--- config.mk ---
export PLATFORM = sky130hd
export DESIGN_NAME = ex_unit_top
export DESIGN_NICKNAME = d
export VERILOG_FILES = /design/src/logic/ex_pkg.sv /design/src/logic/ex_alu.sv /design/src/logic/ex_apb_regs.sv /design/src/logic/ex_bru.sv /design/src/logic/ex_pipe.sv /design/src/logic/ex_unit_top.sv
export VERILOG_INCLUDE_DIRS = /design/src /design/src/include
export SDC_FILE = /design/constraint.sdc
export NUM_CORES = 1
export LEC_CHECK = 0
export ABC_AREA = 1
export BUFFER_PORTS_ARGS = -buffer_cell sky130_fd_sc_hd__buf_2
export CAP_MARGIN = 15
export CORE_MARGIN = 2
export CORE_UTILIZATION = 47
export DETAILED_ROUTE_END_ITERATION = 16
export PLACE_DENSITY = 0.71
export SLEW_MARGIN = 20
export SYNTH_ARGS = -nofsm -noshare
export SYNTH_HDL_FRONTEND = slang
export SYNTH_SLANG_ARGS = --single-unit
--- constraint.sdc ---
create_clock -name clk -period 6.55 [get_ports clk]
set_input_delay 1.31 -clock clk [delete_from_list [all_inputs] [get_ports clk]]
set_output_delay 1.31 -clock clk [all_outputs]
set_load 0.05 [all_outputs]
--- src/include/ex_params.svh ---
/*
 Execute pipe parameters
 Widths shared by the package, the pipe and the APB register block
*/
`ifndef EX_PARAMS_SVH
`define EX_PARAMS_SVH

// Datapath word
`define EX_DW      32
// Word-addressed PC, byte offset dropped
`define EX_PC_W    30
// Physical register file address
`define EX_PRF_AW  6
// Reorder buffer slot id
`define EX_ROB_AW  4
// Fetch exception code, zero is no exception
`define EX_FE_W    3
// APB register block address
`define EX_APB_AW  4

// Opcode field widths for the enums
`define EX_ALU_OPW 3
`define EX_BRU_OPW 4
`define EX_FU_W    2

`endif

--- src/logic/ex_pkg.sv ---
/*
 Execute pipe package
 Width typedefs, opcode enums, issue and writeback structs
*/
`default_nettype none

`include "ex_params.svh"

package ex_pkg;

   // Widths with a meaning
   typedef logic [`EX_DW-1:0]     data_t;
   typedef logic [`EX_PC_W-1:0]   pc_t;
   typedef logic [`EX_PRF_AW-1:0] prf_addr_t;
   typedef logic [`EX_ROB_AW-1:0] rob_id_t;
   typedef logic [`EX_FE_W-1:0]   fe_t;

   // Integer ALU ops
   typedef enum logic [`EX_ALU_OPW-1:0] {
      ALU_ADD,
      ALU_SUB,
      ALU_AND,
      ALU_OR,
      ALU_XOR,
      ALU_SLL,
      ALU_SRL,
      ALU_SRA
   } alu_op_e;

   // Branch ops, NONE for non-branch micro-ops
   typedef enum logic [`EX_BRU_OPW-1:0] {
      BRU_NONE,
      BRU_JAL,
      BRU_JALR,
      BRU_BEQ,
      BRU_BNE,
      BRU_BLT,
      BRU_BGE,
      BRU_BLTU,
      BRU_BGEU
   } bru_op_e;

   // Functional unit of the micro-op
   typedef enum logic [`EX_FU_W-1:0] {
      FU_ALU,
      FU_BRU,
      FU_LSU,
      FU_EPU
   } fu_sel_e;

   // Issued micro-op from the reservation station
   typedef struct packed {
      fu_sel_e   fu;
      alu_op_e   alu_op;
      bru_op_e   bru_op;
      fe_t       fe;
      logic      pred_taken;
      pc_t       pred_tgt;
      pc_t       pc;
      data_t     imm;
      data_t     operand1;
      data_t     operand2;
      prf_addr_t prd;
      logic      prd_we;
      rob_id_t   rob_id;
   } ex_issue_t;

   // Result to writeback
   typedef struct packed {
      rob_id_t   rob_id;
      logic      prf_we;
      prf_addr_t prd;
      data_t     wdata;
      logic      fls;
      logic      exc;
      data_t     opera;
      data_t     operb;
      pc_t       fls_tgt;
   } ex_wb_t;

   // Single-cycle event pulses for the counters
   typedef struct packed {
      logic retire;
      logic fls;
      logic exc;
   } ex_event_t;

endpackage

`default_nettype wire

--- src/logic/ex_alu.sv ---
/*
 Integer ALU
 Logic and shift ops, add and sub taken from the pipe's shared adder
*/
`timescale 1ns/1ns
`default_nettype none

module ex_alu (
   input  ex_pkg::alu_op_e alu_op,
   input  ex_pkg::data_t   operand1,
   input  ex_pkg::data_t   operand2,
   input  ex_pkg::data_t   add_sum,
   output ex_pkg::data_t   result
);

   logic [4:0] shamt;

   // Shift amount from the low five bits
   assign shamt = operand2[4:0];

   always_comb begin
      case (alu_op)
         // Adder already set up for add or subtract
         ex_pkg::ALU_ADD,
         ex_pkg::ALU_SUB: begin
            result = add_sum;
         end
         ex_pkg::ALU_AND: begin
            result = operand1 & operand2;
         end
         ex_pkg::ALU_OR: begin
            result = operand1 | operand2;
         end
         ex_pkg::ALU_XOR: begin
            result = operand1 ^ operand2;
         end
         ex_pkg::ALU_SLL: begin
            result = operand1 << shamt;
         end
         ex_pkg::ALU_SRL: begin
            result = operand1 >> shamt;
         end
         // Sign bits shifted in
         ex_pkg::ALU_SRA: begin
            result = ex_pkg::data_t'($signed(operand1) >>> shamt);
         end
         default: begin
            result = add_sum;
         end
      endcase
   end

endmodule

`default_nettype wire

--- src/logic/ex_apb_regs.sv ---
/*
 APB register block
 Halt control bit and three wrapping event counters,
 cleared by any write to their address
*/
`timescale 1ns/1ns
`default_nettype none

`include "ex_params.svh"

module ex_apb_regs (
   input  logic                  clk,
   input  logic                  rst_n,
   input  logic                  psel,
   input  logic                  penable,
   input  logic                  pwrite,
   input  logic [`EX_APB_AW-1:0] paddr,
   input  ex_pkg::data_t         pwdata,
   output ex_pkg::data_t         prdata,
   output logic                  pready,
   output logic                  pslverr,
   input  ex_pkg::ex_event_t     events,
   output logic                  halt
);

   // Register map
   localparam logic [`EX_APB_AW-1:0] REG_CTRL   = 'h0;
   localparam logic [`EX_APB_AW-1:0] REG_RETIRE = 'h4;
   localparam logic [`EX_APB_AW-1:0] REG_FLS    = 'h8;
   localparam logic [`EX_APB_AW-1:0] REG_EXC    = 'hC;
   localparam int                    NCNT       = 3;

   logic            access;
   logic            addr_ok;
   logic            wr_en;
   logic [NCNT-1:0] cnt_inc;
   logic [NCNT-1:0] cnt_clr;
   ex_pkg::data_t   cnt_q [NCNT];

   // Access phase, no wait states
   assign access = psel & penable;
   assign pready = 1'b1;

   // Aligned mapped addresses only
   always_comb begin
      case (paddr)
         REG_CTRL, REG_RETIRE, REG_FLS, REG_EXC: addr_ok = 1'b1;
         default: addr_ok = 1'b0;
      endcase
   end

   assign pslverr = access & ~addr_ok;
   assign wr_en   = access & pwrite & addr_ok;

   // Counter order: retire, fls, exc
   assign cnt_inc = {events.exc, events.fls, events.retire};
   assign cnt_clr = {wr_en & (paddr == REG_EXC),
                     wr_en & (paddr == REG_FLS),
                     wr_en & (paddr == REG_RETIRE)};

   // Halt control
   always_ff @(posedge clk or negedge rst_n) begin
      if (!rst_n) begin
         halt <= 1'b0;
      end else if (wr_en && (paddr == REG_CTRL)) begin
         halt <= pwdata[0];
      end
   end

   // Wrapping counters, clear beats increment
   always_ff @(posedge clk or negedge rst_n) begin
      if (!rst_n) begin
         for (int i = 0; i < NCNT; i++) begin
            cnt_q[i] <= '0;
         end
      end else begin
         for (int i = 0; i < NCNT; i++) begin
            if (cnt_clr[i]) begin
               cnt_q[i] <= '0;
            end else if (cnt_inc[i]) begin
               cnt_q[i] <= cnt_q[i] + ex_pkg::data_t'(1);
            end
         end
      end
   end

   // Read mux
   always_comb begin
      case (paddr)
         REG_CTRL:   prdata = {{(`EX_DW-1){1'b0}}, halt};
         REG_RETIRE: prdata = cnt_q[0];
         REG_FLS:    prdata = cnt_q[1];
         REG_EXC:    prdata = cnt_q[2];
         default:    prdata = '0;
      endcase
   end

endmodule

`default_nettype wire

--- src/logic/ex_bru.sv ---
/*
 Branch unit
 Resolves branch conditions from the shared subtract, computes
 the word target and the next PC used as the link value
*/
`timescale 1ns/1ns
`default_nettype none

`include "ex_params.svh"

module ex_bru (
   input  ex_pkg::bru_op_e bru_op,
   input  ex_pkg::pc_t     pc,
   input  ex_pkg::data_t   imm,
   input  ex_pkg::data_t   operand1,
   input  ex_pkg::data_t   operand2,
   input  ex_pkg::data_t   add_sum,
   input  logic            add_carry,
   input  logic            add_overflow,
   output logic            taken,
   output ex_pkg::pc_t     tgt,
   output ex_pkg::pc_t     npc
);

   ex_pkg::pc_t   imm_w;
   ex_pkg::pc_t   br_tgt;
   ex_pkg::data_t jalr_sum;
   logic          eq;
   logic          lt;
   logic          ltu;

   // Byte immediate as a word offset
   assign imm_w  = imm[`EX_DW-1:2];
   assign br_tgt = pc + imm_w;
   assign npc    = pc + ex_pkg::pc_t'(1);

   // Register-relative target, byte sum then word address
   assign jalr_sum = operand1 + imm;

   // Compare flags
   assign eq  = (operand1 == operand2);
   // Signed less-than from sign and overflow of op1 - op2
   assign lt  = add_sum[`EX_DW-1] ^ add_overflow;
   // No carry out of the subtract means a borrow
   assign ltu = ~add_carry;

   always_comb begin
      tgt = br_tgt;
      case (bru_op)
         ex_pkg::BRU_JAL: begin
            taken = 1'b1;
         end
         ex_pkg::BRU_JALR: begin
            taken = 1'b1;
            tgt   = jalr_sum[`EX_DW-1:2];
         end
         ex_pkg::BRU_BEQ:  taken = eq;
         ex_pkg::BRU_BNE:  taken = ~eq;
         ex_pkg::BRU_BLT:  taken = lt;
         ex_pkg::BRU_BGE:  taken = ~lt;
         ex_pkg::BRU_BLTU: taken = ltu;
         ex_pkg::BRU_BGEU: taken = ~ltu;
         // Not a branch
         default: taken = 1'b0;
      endcase
   end

endmodule

`default_nettype wire

--- src/logic/ex_pipe.sv ---
/*
 Execute pipe
 Shared adder, ALU and branch resolution, address generation,
 mispredict check and a flushable one-entry output stage
*/
`timescale 1ns/1ns
`default_nettype none

`include "ex_params.svh"

module ex_pipe (
   input  logic              clk,
   input  logic              rst_n,
   input  logic              flush,
   input  logic              halt,
   input  logic              ex_valid,
   input  ex_pkg::ex_issue_t ex_issue,
   output logic              ex_ready,
   input  logic              wb_ready,
   output logic              wb_valid,
   output ex_pkg::ex_wb_t    wb,
   output ex_pkg::ex_event_t events
);

   logic           is_alu;
   logic           is_bru;
   logic           agu_en;
   logic           add_sub;
   logic           add_carry;
   logic           add_overflow;
   logic           link_sel;
   logic           bru_taken;
   logic           b_taken;
   logic           p_ce;
   logic           stage_valid;
   ex_pkg::data_t  add_b;
   ex_pkg::data_t  add_sum;
   ex_pkg::data_t  alu_result;
   ex_pkg::pc_t    b_tgt;
   ex_pkg::pc_t    npc;
   ex_pkg::ex_wb_t wb_d;
   ex_pkg::ex_wb_t wb_q;

   // Unit decode
   assign is_alu = (ex_issue.fu == ex_pkg::FU_ALU);
   assign is_bru = (ex_issue.fu == ex_pkg::FU_BRU);
   // LSU and EPU only need an address
   assign agu_en = (ex_issue.fu == ex_pkg::FU_LSU) | (ex_issue.fu == ex_pkg::FU_EPU);

   // Subtract for sub and the compare branches
   assign add_sub = (is_alu & (ex_issue.alu_op == ex_pkg::ALU_SUB)) |
                    (is_bru & (ex_issue.bru_op inside {ex_pkg::BRU_BEQ, ex_pkg::BRU_BNE,
                                                       ex_pkg::BRU_BLT, ex_pkg::BRU_BGE,
                                                       ex_pkg::BRU_BLTU, ex_pkg::BRU_BGEU}));

   // Second adder input, inverted for a subtract
   assign add_b = agu_en  ? ex_issue.imm :
                  add_sub ? ~ex_issue.operand2 : ex_issue.operand2;

   // The one adder, carry-in completes the two's complement
   assign {add_carry, add_sum} = {1'b0, ex_issue.operand1} + {1'b0, add_b} +
                                 {{`EX_DW{1'b0}}, add_sub};
   assign add_overflow = (ex_issue.operand1[`EX_DW-1] == add_b[`EX_DW-1]) &
                         (add_sum[`EX_DW-1] != ex_issue.operand1[`EX_DW-1]);

   ex_alu u_alu (
      .alu_op   (ex_issue.alu_op),
      .operand1 (ex_issue.operand1),
      .operand2 (ex_issue.operand2),
      .add_sum  (add_sum),
      .result   (alu_result)
   );

   ex_bru u_bru (
      .bru_op       (ex_issue.bru_op),
      .pc           (ex_issue.pc),
      .imm          (ex_issue.imm),
      .operand1     (ex_issue.operand1),
      .operand2     (ex_issue.operand2),
      .add_sum      (add_sum),
      .add_carry    (add_carry),
      .add_overflow (add_overflow),
      .taken        (bru_taken),
      .tgt          (b_tgt),
      .npc          (npc)
   );

   // Only a branch op can be taken
   assign b_taken  = is_bru & bru_taken;
   assign link_sel = is_bru & (ex_issue.bru_op inside {ex_pkg::BRU_JAL, ex_pkg::BRU_JALR});

   // Next writeback fields
   always_comb begin
      wb_d.rob_id  = ex_issue.rob_id;
      // LSU and EPU results come later from commit
      wb_d.prf_we  = (is_alu | is_bru) & ex_issue.prd_we;
      wb_d.prd     = ex_issue.prd;
      // Link value as byte address of the next insn
      wb_d.wdata   = link_sel ? {npc, 2'b00} : alu_result;
      // Wrong direction, or taken to the wrong place
      wb_d.fls     = (b_taken ^ ex_issue.pred_taken) |
                     (b_taken & (b_tgt != ex_issue.pred_tgt));
      wb_d.exc     = |ex_issue.fe;
      wb_d.opera   = wb_d.exc ? {{(`EX_DW-`EX_FE_W){1'b0}}, ex_issue.fe} : add_sum;
      wb_d.operb   = ex_issue.operand2;
      // Redirect PC for the flush
      wb_d.fls_tgt = b_taken ? b_tgt : npc;
   end

   // Ready when not halted and the stage drains or is empty
   assign ex_ready = ~halt & (~stage_valid | wb_ready);
   // Issue in a flush cycle is dropped
   assign p_ce     = ex_valid & ex_ready & ~flush;

   always_ff @(posedge clk or negedge rst_n) begin
      if (!rst_n) begin
         stage_valid <= 1'b0;
      end else if (flush) begin
         stage_valid <= 1'b0;
      end else if (p_ce) begin
         stage_valid <= 1'b1;
      end else if (wb_ready) begin
         stage_valid <= 1'b0;
      end
   end

   // Payload, held while stalled
   always_ff @(posedge clk) begin
      if (p_ce) begin
         wb_q <= wb_d;
      end
   end

   assign wb_valid = stage_valid;

   always_comb begin
      wb        = wb_q;
      // Write enable only with a valid result
      wb.prf_we = wb_q.prf_we & stage_valid;
   end

   // Event pulses on each wb transfer
   assign events.retire = stage_valid & wb_ready;
   assign events.fls    = events.retire & wb_q.fls;
   assign events.exc    = events.retire & wb_q.exc;

endmodule

`default_nettype wire

--- src/logic/ex_unit_top.sv ---
/*
 Execute unit top
 Execute pipe with its APB control and event counter block
*/
`timescale 1ns/1ns
`default_nettype none

`include "ex_params.svh"

module ex_unit_top (
   input  logic                  clk,
   input  logic                  rst_n,
   input  logic                  flush,
   // Issue side
   input  logic                  ex_valid,
   input  ex_pkg::ex_issue_t     ex_issue,
   output logic                  ex_ready,
   // Writeback side
   input  logic                  wb_ready,
   output logic                  wb_valid,
   output ex_pkg::ex_wb_t        wb,
   // APB slave
   input  logic                  psel,
   input  logic                  penable,
   input  logic                  pwrite,
   input  logic [`EX_APB_AW-1:0] paddr,
   input  ex_pkg::data_t         pwdata,
   output ex_pkg::data_t         prdata,
   output logic                  pready,
   output logic                  pslverr
);

   logic              halt;
   ex_pkg::ex_event_t events;

   ex_pipe u_pipe (
      .clk      (clk),
      .rst_n    (rst_n),
      .flush    (flush),
      .halt     (halt),
      .ex_valid (ex_valid),
      .ex_issue (ex_issue),
      .ex_ready (ex_ready),
      .wb_ready (wb_ready),
      .wb_valid (wb_valid),
      .wb       (wb),
      .events   (events)
   );

   ex_apb_regs u_regs (
      .clk     (clk),
      .rst_n   (rst_n),
      .psel    (psel),
      .penable (penable),
      .pwrite  (pwrite),
      .paddr   (paddr),
      .pwdata  (pwdata),
      .prdata  (prdata),
      .pready  (pready),
      .pslverr (pslverr),
      .events  (events),
      .halt    (halt)
   );

endmodule

`default_nettype wire

# Word-level counts from Yosys, hierarchy flattened
# Index checks and enable logic that the tools add are counted.
dict set report word_totals {
  input_bits 224
  out_inout_bits 175
  ff_bits 237
  elab_cells 124
}
dict set report op_classes {
  bitwise_logic 39
  n_reduce_logical 14
  mux 19
  addsub 8
  n_eq_ne 25
  shifts 3
}
# cell count
set op_table {}
lappend op_table {{2-to-1 mux 32 bit} 9}
lappend op_table {{one-hot mux 32 bit (7 select lines)} 1}
lappend op_table {{one-hot mux 32 bit (4 select lines)} 1}
lappend op_table {{adder 32 x 1 -> 32 bit, second input constant} 3}
lappend op_table {{2-to-1 mux 30 bit} 2}
lappend op_table {{adder 32 x 32 -> 33 bit} 1}
lappend op_table {{adder 33 x 1 -> 33 bit} 1}
lappend op_table {{adder 32 bit} 1}
lappend op_table {{bitwise AND 32 bit} 1}
lappend op_table {{equality test 32 bit} 1}
lappend op_table {{NOT 32 bit} 1}
lappend op_table {{bitwise OR 32 bit} 1}
lappend op_table {{<< shifter 32 x 5 -> 32 bit} 1}
lappend op_table {{right shift 32 x 5 -> 32 bit} 1}
lappend op_table {{>>> shifter 32 x 5 -> 32 bit} 1}
lappend op_table {{XOR 32 bit} 1}
lappend op_table {{adder 30 x 1 -> 30 bit, second input constant} 1}
lappend op_table {{adder 30 bit} 1}
lappend op_table {{inequality test 30 bit} 1}
lappend op_table {{bitwise AND 1 bit} 21}
lappend op_table {{equality test 4 x 3 -> 1 bit, second input constant} 5}
lappend op_table {{equality test 3 bit, second input constant} 4}
lappend op_table {{equality test 4 bit, second input constant} 3}
lappend op_table {{equality test 4 x 2 -> 1 bit, second input constant} 2}
lappend op_table {{23 further kinds} 43}

# Longest topological paths before layout
# Gate-level depths: netlist (run 1).
dict set report logic_depth {
  word_depth 16
  ltp_mapped 30
  depth_no_buf 30
}

# Cells and area by module
# Synthesis (run 1) repeated with hierarchy kept, for this count alone.
dict set report hier_totals {
  hier_cells 4598
  area_unflattened_um2 28063.2
}
# mod instances area_per_inst_um2 seq_area_each_um2 cells_each
set modules_own_cells {}
lappend modules_own_cells {ex_pipe 1 10131.0 4199.0 1284}
lappend modules_own_cells {ex_apb_regs 1 6387.4 2427.3 957}
lappend modules_own_cells {ex_bru 1 6037.0 0.0 1252}
lappend modules_own_cells {ex_alu 1 5507.8 0.0 1105}

# Worst setup path before layout (run 1)
# No wires, ideal clock.
dict set report synth_timing {
  kind {in2reg}
  from {input wb_ready}
  to {register u_pipe.wb_q, in the netlist u_pipe.wb[0], enable pin}
  n_path_buf 0
  setup_ns 0.640
  slack_ns -1.779
  arrival_ns 7.690
  required_time_ns 5.910
  path_stages 6
  path_cell_list {inv_1 > nand2_1 > nand2_1 > inv_1 > nand2_1 > nor2_1}
}
dict set report synth_between {
  elab_chain_len 4
}
# element line
set synth_rtl {}
lappend synth_rtl {{start: declaration} ex_unit_top.sv:19} ;# input logic wb_ready,
lappend synth_rtl {{bitwise OR 1 bit} ex_pipe.sv:111} ;# assign ex_ready = ~halt & (~stage_valid | wb_ready);
lappend synth_rtl {{bitwise AND 1 bit} ex_pipe.sv:111}
lappend synth_rtl {{net ex_ready} ex_unit_top.sv:17} ;# output logic ex_ready,
lappend synth_rtl {{bitwise AND 1 bit (2 in series)} ex_pipe.sv:113} ;# assign p_ce = ex_valid & ex_ready & ~flush;
lappend synth_rtl {{net u_pipe.p_ce} ex_pipe.sv:34} ;# logic p_ce;
lappend synth_rtl {{end signal: assignment} ex_pipe.sv:130} ;# wb_q <= wb_d;
lappend synth_rtl {{end: declaration} ex_pipe.sv:42} ;# ex_pkg::ex_wb_t wb_q;
# The timed path passes the listed nets, and every way through them passes these cells.
# A chain may end at the register's enable or synchronous reset.

==> summary.txt, run 1 <==
STA
  – Headroom to the max-slew limit: 13.5%
  – Setup TNS: 0 ns
  – Final setup vio count: 0
  – Highest clock rate: 172 MHz
  – Worst Skew: 0.0132 ns
  – Share of the clock period used by the worst path after layout: 89.0%
  – Final hold vios: 0
  – Crit path time final: roughly 6 ns
  – RSZ-0062 raised after global routing: no
  – Actual slew at the worst max-slew pin: 1.28 ns
  – Pins Over Slew Limit: 0

Final layout
  – Final nets: approximately 4500
  – Area occupied by multi-input gates: 15400 sq um
  – Share of final-layout standard cells stronger than drive strength 1: 13.7%
  – Leading cell type in the layout, fill and taps excluded: sky130_fd_sc_hd__nand2_1
  – Commonest cells after routing, fill and taps aside: 1044 x sky130_fd_sc_hd__nand2_1, 534 x sky130_fd_sc_hd__inv_1, 365 x sky130_fd_sc_hd__buf_2
  – Final core utilization: 52.0%
  – Sequential cell area: 6630 sq um
  – Fill count: 5725
  – Growth of design area from synthesis to finish: 9.38%

Route
  – Count of antenna-violating nets left after detailed routing: 0
  – First-pass iteration count of the detailed router: 7
  – Total wire length: 113 mm
  – Remaining design rule violation count: 0
  – Detail-routed via count per cell: 5.77
  – Number of vias after detailed routing: about 28000
  – DRC marker count from the first detailed-route iteration: 3322
  – Avg WL per Cell: 23.5 microns

Synth
  – Most area-hungry cell type in the Yosys netlist: sky130_fd_sc_hd__edfxtp_1
  – Syn Area/Cell: between 6 and 7 sq um
  – Largest family of logic cells by synthesized area: simple AND/OR/NAND/NOR gates
  – Most used flip-flop cell after synthesis: sky130_fd_sc_hd__edfxtp_1
  – Post-Synthesis Cell Area: 25600 sq um
  – Area share of fa/ha/maj cells after synthesis: 8.01%
  – Post-synthesis register bit count: 237
  – Synth async-reset ratio: 41.4%
  – Synth area leaders: sky130_fd_sc_hd__edfxtp_1 16%, sky130_fd_sc_hd__nand2_1 15%, sky130_fd_sc_hd__dfrtp_1 9.6%, sky130_fd_sc_hd__inv_1 7.8%, sky130_fd_sc_hd__ha_1 7.8%
  – Yosys top cell area share: 16.3%
  – Distinct cell type count of the synthesized netlist: 74
  – Xor/xnor share of the synthesized area: 3.46%
  – Count of flip-flops with a built-in enable after synthesis: 139
  – Share of cell area taken by muxes after synthesis: 0.352%
  – Number of synthesis warnings: 0
  – Synthesized netlist net count: 4297
  – Fraction of the mapped netlist area in simple logic gates: 32.0%
  – Fraction of the yosys area taken by sequential cells: 25.9%
  – Gate count of the mapped netlist: 3911
  – Compound-gate portion of the synthesized area: between 10% and 20%

Floorplan
  – Placeable Area: approximately 54000 sq um
  – Initial Util: 47.6%
  – Area enclosed by the die boundary: about 56000 sq um
  – FP Rows: 85
  – Chip Width: 237 microns
  – Die extent in y: 237 microns
  – Number of ports placed on the die boundary: about 400

Power and ir drop
  – Leakage power of the design: 13.9 nW
  – Reg power frac: 32.5%
  – Sw Ratio: 41.5%
  – Total power per unit cell area: around 200 nW/um^2
  – Switching Power: 2.29 mW
  – Comb power frac: 38.3%
  – Internal portion of total power: 3.23 mW
  – Share of total power in the clock network: about 29%
  – Maximum resistive drop on vdd: 194 uV

Place
  – HPWL reported at the end of detailed placement: around 92 mm
  – Routability-driven placement congestion ratio: 1.10
  – Number of I/O port buffers: 366

CTS
  – Hold-fix buffers, CTS: 0
  – TritonCTS clock tree: built
  – Root buffer cell: sky130_fd_sc_hd__clkbuf_16
  – Post-cts repair resize count: 0
  – Later-pin clock latency in the skew report: 0.59 ns
  – CTS Buf Count: 28
  – Level count of the clock H-tree: 1
  – Number of clock sinks: ~240
  – Clock slew at the register clock pins of the worst setup and hold paths: roughly 0.070 ns
  – Clock Tree Buf Depth: 3
  – Buffer count from post-CTS setup fixing: 0

Global route
  – Total routing usage reported by global routing: 39.1%
  – Overflow after GRT: 0
  – Largest net degree at the start of global routing: 140
  – Antenna violations before repair: 1
  – Global-route wire length before repair: about 160 mm
  – Number of global-route vias before repair: 25300

Flow run
  – Number of maximum-capacitance constraint violations: 0

Worst setup path
  – Required time reported for the critical path endpoint: around 7 ns
  – Class of the most critical setup path: in -> reg
  – Data arrival, critical path: 6.17 ns
  – Critical path buffers and inverters: 3
  – Slowest cell delay on critical path: about 0.67 ns
  – Kind of cell with the highest combined delay on the critical path: simple AND/OR/NAND/NOR gates
  – Startpoint Class: input port
  – Slowest cell on the critical path: sky130_fd_sc_hd__nor2_1
  – Critical Path Sink Type: register
  – Most common cell on crit path: sky130_fd_sc_hd__nand2_1
  – CP Max Fanout: 44

Worst hold path
  – Worst min path class: reg -> reg

Run status
  – Run status: finished clean
-- worst paths after layout --
| kind | cells after the start | end | start | slack (ns) |
|---|---|---|---|---|
| min in group asynchronous | 1 | u_pipe.wb_valid | rst_n | 0.67 |
| setup / recovery | 26 | u_pipe.wb[6] | ex_issue[179] | 0.72 |
| max in group asynchronous | 2 | u_regs.cnt_q[30] | rst_n | 4.67 |
| hold reg to reg | 1 | u_regs.cnt_q[35] | u_regs.cnt_q[35] | 0.51 |
| hold / removal | 1 | u_regs.cnt_q[35] | u_regs.cnt_q[35] | 0.51 |
| setup reg to reg | 15 | u_regs.cnt_q[58] | u_pipe.wb_valid | 3.63 |
-- stage by stage --
stage	cell area (sq um)	setup slack [ns]	power [mW]	hold WS [ns]	instances
2_1_floorplan	25600	0.555	3.17	0.455	3911
3_3_place_gp	27000	0.441	3.86	0.478	4754
3_5_place_dp	27000	0.281	3.86	0.490	4754
4_1_cts	28000	0.898	5.47	0.502	4806
5_1_grt	28000	0.497	5.77	0.523	4806
6_report	28000	0.722	5.52	0.510	4807
-- sequential cells by signal, indices dropped and copies added (netlist names) --
name             count
u_pipe.wb          138
u_pipe.wb_q          1
u_pipe.wb_valid      1
u_regs.cnt_q        96
u_regs.halt          1
-- power groups by stage --
stage / registers (mW) / clock network [mW] / logic (mW)
finish: 1.80 / 1.61 / 2.11
global route: 1.81 / 1.69 / 2.27
CTS: 1.80 / 1.63 / 2.05
detailed placement: 1.82 / 0 / 2.04
global placement: 1.82 / 0 / 2.04
floorplan: 1.81 / 0 / 1.36
-- layer usage --
| metal | GRT usage [%] | up-vias | share of wire, % |
|---|---|---|---|
| met4 | 20.0 | 4 | 5.9 |
| met5 | 1.39 | - | 0.10 |
| li1 | - | 13100 | - |
| met2 | 56.6 | 1526 | 41 |
| met3 | 9.27 | 254 | 11 |
| met1 | 54.0 | 12800 | 42 |
-- cells in the mapped netlist, types with 13 or more instances --
library cell / n
sky130_fd_sc_hd__o211ai_1: 29
sky130_fd_sc_hd__a21oi_1: 220
sky130_fd_sc_hd__o221ai_1: 28
sky130_fd_sc_hd__nor3_1: 66
sky130_fd_sc_hd__a221oi_1: 24
sky130_fd_sc_hd__o21ai_1: 24
sky130_fd_sc_hd__clkbuf_1: 80
sky130_fd_sc_hd__buf_2: 20
sky130_fd_sc_hd__o22ai_1: 19
sky130_fd_sc_hd__xor2_1: 73
sky130_fd_sc_hd__edfxtp_1: 139
sky130_fd_sc_hd__xnor2_1: 28
sky130_fd_sc_hd__nor2_1: 344
sky130_fd_sc_hd__nand2_1: 1044
sky130_fd_sc_hd__o21ai_0: 246
sky130_fd_sc_hd__nor4_1: 25
sky130_fd_sc_hd__ha_1: 159
sky130_fd_sc_hd__nor2_2: 20
sky130_fd_sc_hd__buf_4: 143
sky130_fd_sc_hd__nand3_1: 253
sky130_fd_sc_hd__or2_2: 14
sky130_fd_sc_hd__a211oi_1: 16
sky130_fd_sc_hd__dfrtp_1: 98
sky130_fd_sc_hd__inv_1: 535
sky130_fd_sc_hd__nand4_1: 47
sky130_fd_sc_hd__a31oi_1: 13
sky130_fd_sc_hd__nand3b_1: 22
sky130_fd_sc_hd__o21a_1: 19
sky130_fd_sc_hd__o21ai_2: 18
sky130_fd_sc_hd__inv_2: 16
-- cell families (layout without fill, tap and decap cells) --
| group | count (synthesis) | count (layout) |
|---|---|---|
| simple gates | 1893 | 1893 |
| buf+inv | 806 | 1005 |
| compound gates | 702 | 702 |
| flops | 237 | 237 |
| fa+ha+maj | 162 | 162 |
| xor+xnor | 101 | 101 |
| mux | 9 | 9 |
| other cells | 1 | 2 |
-- worst register-to-register path: cells and delay by family (launching register included) --
family,cells,cell delay [ns]
AND/OR/NAND/NOR,8,1.32
buffers and inverters,5,0.93
flip-flops,1,0.41
AO/OA/AOI/OAI,2,0.19
-- cell type report --
cell class / instances / area share (%)
Clock inverter: 18 / 0.733
Sequential cell: 237 / 23.7
Clock buffer: 34 / 2.65
Tap cell: 696 / 3.11
Timing Repair Buffer: 398 / 7.45
Multi-Input combinational cell: 2868 / 54.9
Antenna cell: 1 / 0.00894
Inverter: 555 / 7.46
Note: power is estimated with default switching activity, not from simulation.
==> inputs of run 2 (changes only) <==
- ABC_AREA: 1 -> unset
==> summary.txt, run 2 <==
CTS
  – Level count of the clock H-tree: 1 (unchanged)
  – CTS Buf Count: 29 (+3.6%)
  – Post-cts repair resize count: 0 (unchanged)
  – Clock slew at the register clock pins of the worst setup and hold paths: 0.06 ns (about the same)
  – Clock Tree Buf Depth: 3 (unchanged)
  – TritonCTS clock tree: built
  – Root buffer cell: sky130_fd_sc_hd__clkbuf_16
  – Later-pin clock latency in the skew report: 0.62 ns (+0.03 ns)
  – Buffer count from post-CTS setup fixing: 0 (unchanged)
  – Hold-fix buffers, CTS: 0 (unchanged)
  – Number of clock sinks: 237 (unchanged)

Global route
  – Antenna violations before repair: 17 (+16)
  – Global-route wire length before repair: 140 mm (-14%)
  – Largest net degree at the start of global routing: 90 (-36%)
  – Number of global-route vias before repair: 22300 (-12%)
  – Total routing usage reported by global routing: 34.8% (-4.3 points)
  – Overflow after GRT: 0 (unchanged)

Worst setup path
  – Launch point of the worst path: ex_issue[177]
  – Crit path capture: u_pipe.wb[1]
  – Critical Path Sink Type: register
  – CP Max Fanout: 46 (+4.5%)
  – Class of the most critical setup path: in -> reg
  – Required time reported for the critical path endpoint: 6.92 ns (+0.02 ns)
  – Slowest cell delay on critical path: 0.41 ns (-0.26 ns)
  – Worst reg2reg endpoint: u_regs.cnt_q[31]
  – Slowest cell on the critical path: sky130_fd_sc_hd__fa_1
  – Reg-to-reg startpoint: u_pipe.wb_valid
  – Data arrival, critical path: 6.17 ns (about the same)
  – Worst reg2reg setup slack: 3.52 ns (-0.11 ns)
  – Number of cell instances on the worst register-to-register path: 9 (-6)
  – Critical path, cell by cell: buf_2 > or2_2 > or3_1 > a21oi_4 > buf_4 > inv_1 > fa_1 > fa_1 > nor2b_1 > o31ai_1 > a21oi_1 > and3_1 > nor4bb_1 > o31ai_1 > nand2b_1 > a31oi_1 > a31oi_1 > o21ai_4 > buf_12 > mux2_2
  – Startpoint Class: input port

Place
  – Worst setup slack after placement: 0.205 ns (-0.0761 ns)
  – Number of placed instances with taps included: 3717 (-22%)
  – Area after DPL: 25700 sq um (-5.1%)
  – Routability-driven placement congestion ratio: 0.999 (-9.1%)
  – HPWL reported at the end of detailed placement: 75.3 mm (-18%)
  – Number of I/O port buffers: 366 (unchanged)

Floorplan
  – Die extent in y: 231 microns (-2.8%)
  – Number of ports placed on the die boundary: 399 (unchanged)
  – Chip Width: 231 microns (-2.8%)
  – Area enclosed by the die boundary: 53200 sq um (-5.5%)
  – Initial Util: 47.3% (-0.28 points)
  – FP Rows: 83 (-2.4%)
  – Placeable Area: 51100 sq um (-5.1%)

STA
  – Worst Skew: 0.0267 ns (+0.0135 ns)
  – Setup TNS: 0 ns (unchanged)
  – Pins Over Slew Limit: 0 (unchanged)
  – Crit path time final: 5.81 ns (-0.0217 ns)
  – Final setup vio count: 0 (unchanged)
  – Final setup slack of the worst path: 0.744 ns (+0.0217 ns)
  – Smallest hold slack: 0.550 ns (+0.0394 ns)
  – Share of the clock period used by the worst path after layout: 88.6% (-0.33 points)
  – Headroom to the max-slew limit: 27.5% (+14 points)
  – Highest clock rate: 172 MHz (+0.37%)
  – Actual slew at the worst max-slew pin: 1.09 ns (-0.196 ns)
  – RSZ-0062 raised after global routing: no
  – Final hold vios: 0 (unchanged)

Final layout
  – Fin cells: 3775 (-21%)
  – Final nets: 3454 (-23%)
  – Commonest cells after routing, fill and taps aside: 365 x sky130_fd_sc_hd__buf_2, 323 x sky130_fd_sc_hd__nor2_1, 236 x sky130_fd_sc_hd__nand2_1
  – Growth of design area from synthesis to finish: 10.5%
  – Share of final-layout standard cells stronger than drive strength 1: 18.2% (+4.4 points)
  – Post-route cell area: 26700 sq um (-4.7%)
  – Number of flip-flops under the largest register name: 138 (unchanged)
  – Leading cell type in the layout, fill and taps excluded: sky130_fd_sc_hd__buf_2

Synth
  – List of most frequent post-synthesis cells: 324 x sky130_fd_sc_hd__nor2_1, 236 x sky130_fd_sc_hd__nand2_1, 224 x sky130_fd_sc_hd__o21ai_0
  – Post-synthesis register bit count: 237 (unchanged)
  – Most used flip-flop cell after synthesis: sky130_fd_sc_hd__edfxtp_1
  – Synth area leaders: sky130_fd_sc_hd__edfxtp_1 17%, sky130_fd_sc_hd__dfrtp_1 10%, sky130_fd_sc_hd__ha_1 8.2%, sky130_fd_sc_hd__nor2_1 5.0%, sky130_fd_sc_hd__o21ai_0 4.6%
  – Synthesized netlist net count: 3303 (-23%)
  – Distinct cell type count of the synthesized netlist: 86 (+16%)
  – Count of flip-flops with a built-in enable after synthesis: 139 (unchanged)
  – Fraction of the yosys area taken by sequential cells: 27.4% (+1.5 points)
  – Post-Synthesis Cell Area: 24200 sq um (-5.6%)
  – Number of synthesis warnings: 0 (unchanged)
  – Most repeated cell in the gate-level netlist after synthesis: sky130_fd_sc_hd__nor2_1
  – Most area-hungry cell type in the Yosys netlist: sky130_fd_sc_hd__edfxtp_1
  – Gate count of the mapped netlist: 2917 (-25%)
  – Syn Area/Cell: 8.28 sq um (+27%)
  – Yosys top cell area share: 17.3% (+0.97 points)
  – Synth async-reset ratio: 41.4% (unchanged)

Route
  – Avg WL per Cell: 25.3 microns (+7.8%)
  – Detail-routed via count per cell: 6.27 (+8.8%)
  – Remaining design rule violation count: 0 (unchanged)
  – Number of vias after detailed routing: 23700 (-15%)
  – DRC marker count from the first detailed-route iteration: 2823 (-15%)
  – Count of antenna-violating nets left after detailed routing: 0 (unchanged)
  – First-pass iteration count of the detailed router: 7 (unchanged)
  – Total wire length: 95.5 mm (-15%)

Flow run
  – Number of maximum-capacitance constraint violations: 0 (unchanged)

Power and ir drop
  – Leakage power of the design: 11.6 nW (-17%)
  – Maximum resistive drop on vdd: 210 uV (+8.4%)
  – Total power per unit cell area: 207 nW/um^2 (+5.0%)

Run status
  – Run status: finished clean

Worst hold path
  – Worst min path class: reg -> reg
[run 2: worst min path at each step]
stage | to | cells after the start | from | slack, ns
2_1_floorplan | u_regs.cnt_q[31] | 2 | u_regs.cnt_q[31] | 0.50
3_3_place_gp | u_regs.cnt_q[40] | 2 | u_regs.cnt_q[40] | 0.53
3_5_place_dp | u_regs.cnt_q[63] | 2 | u_regs.cnt_q[63] | 0.53
4_1_cts | u_regs.cnt_q[63] | 2 | u_regs.cnt_q[63] | 0.55
5_1_grt | u_regs.cnt_q[63] | 2 | u_regs.cnt_q[63] | 0.56
6_report | u_regs.cnt_q[95] | 2 | u_regs.cnt_q[95] | 0.55
[run 2: final cells by class]
cell class | count | area (sq um)
Inverter | 107 | 402
Multi-Input combinational cell | 2275 | 15500
Clock buffer | 43 | 862
Fill cell | 4897 | 24400
Antenna cell | 5 | 12.5
Clock inverter | 10 | 155
Timing Repair Buffer | 418 | 2250
Tap cell | 680 | 851
Sequential cell | 237 | 6630
[run 2: metal layers]
layer | track usage, % | vias up | wire length, microns
li1 | - | 10800 | -
met1 | 46.3 | 11300 | 39200
met2 | 54.2 | 1290 | 41700
met3 | 8.24 | 244 | 9830
met4 | 14.6 | 22 | 4600
met5 | 0 | - | 148
[run 2: kinds of logic (layout without fill, tap and decap cells)]
family / count (synthesis) / in the layout / share of synthesized area, %
xor gates and xnor gates: 242 / 242 / 8.94
AOI/OAI and AO/OA: 773 / 773 / 20.2
DFF: 237 / 237 / 27.4
other: 1 / 6 / 0.0155
adders and majority gates: 162 / 162 / 8.48
buffers and inverters: 405 / 578 / 8.52
muxes: 154 / 154 / 7.82
and+or+nand+nor: 943 / 943 / 18.6
[run 2: per-stage QoR]
step | util, % | total power, mW
detailed placement | 50.2 | 3.74
global placement | 50.2 | 3.72
global route | 52.2 | 5.74
floorplan | - | 3.10
CTS | 52.2 | 5.50
finish | 52.2 | 5.53
[run 2: where the power goes]
part	total, mW	switching (mW)	internal, mW
combinational	2.02	1.34	0.677
sequential	1.76	0.0768	1.69
clock	1.75	0.712	1.03
total	5.53	2.13	3.40
[run 2: critical path, delay by kind of cell]
kind	cells	cell delay (ns)
buf+inv	4	0.64
mux	1	0.37
simple gates	6	1.41
fa+ha+maj	2	0.82
compound gates	7	1.58
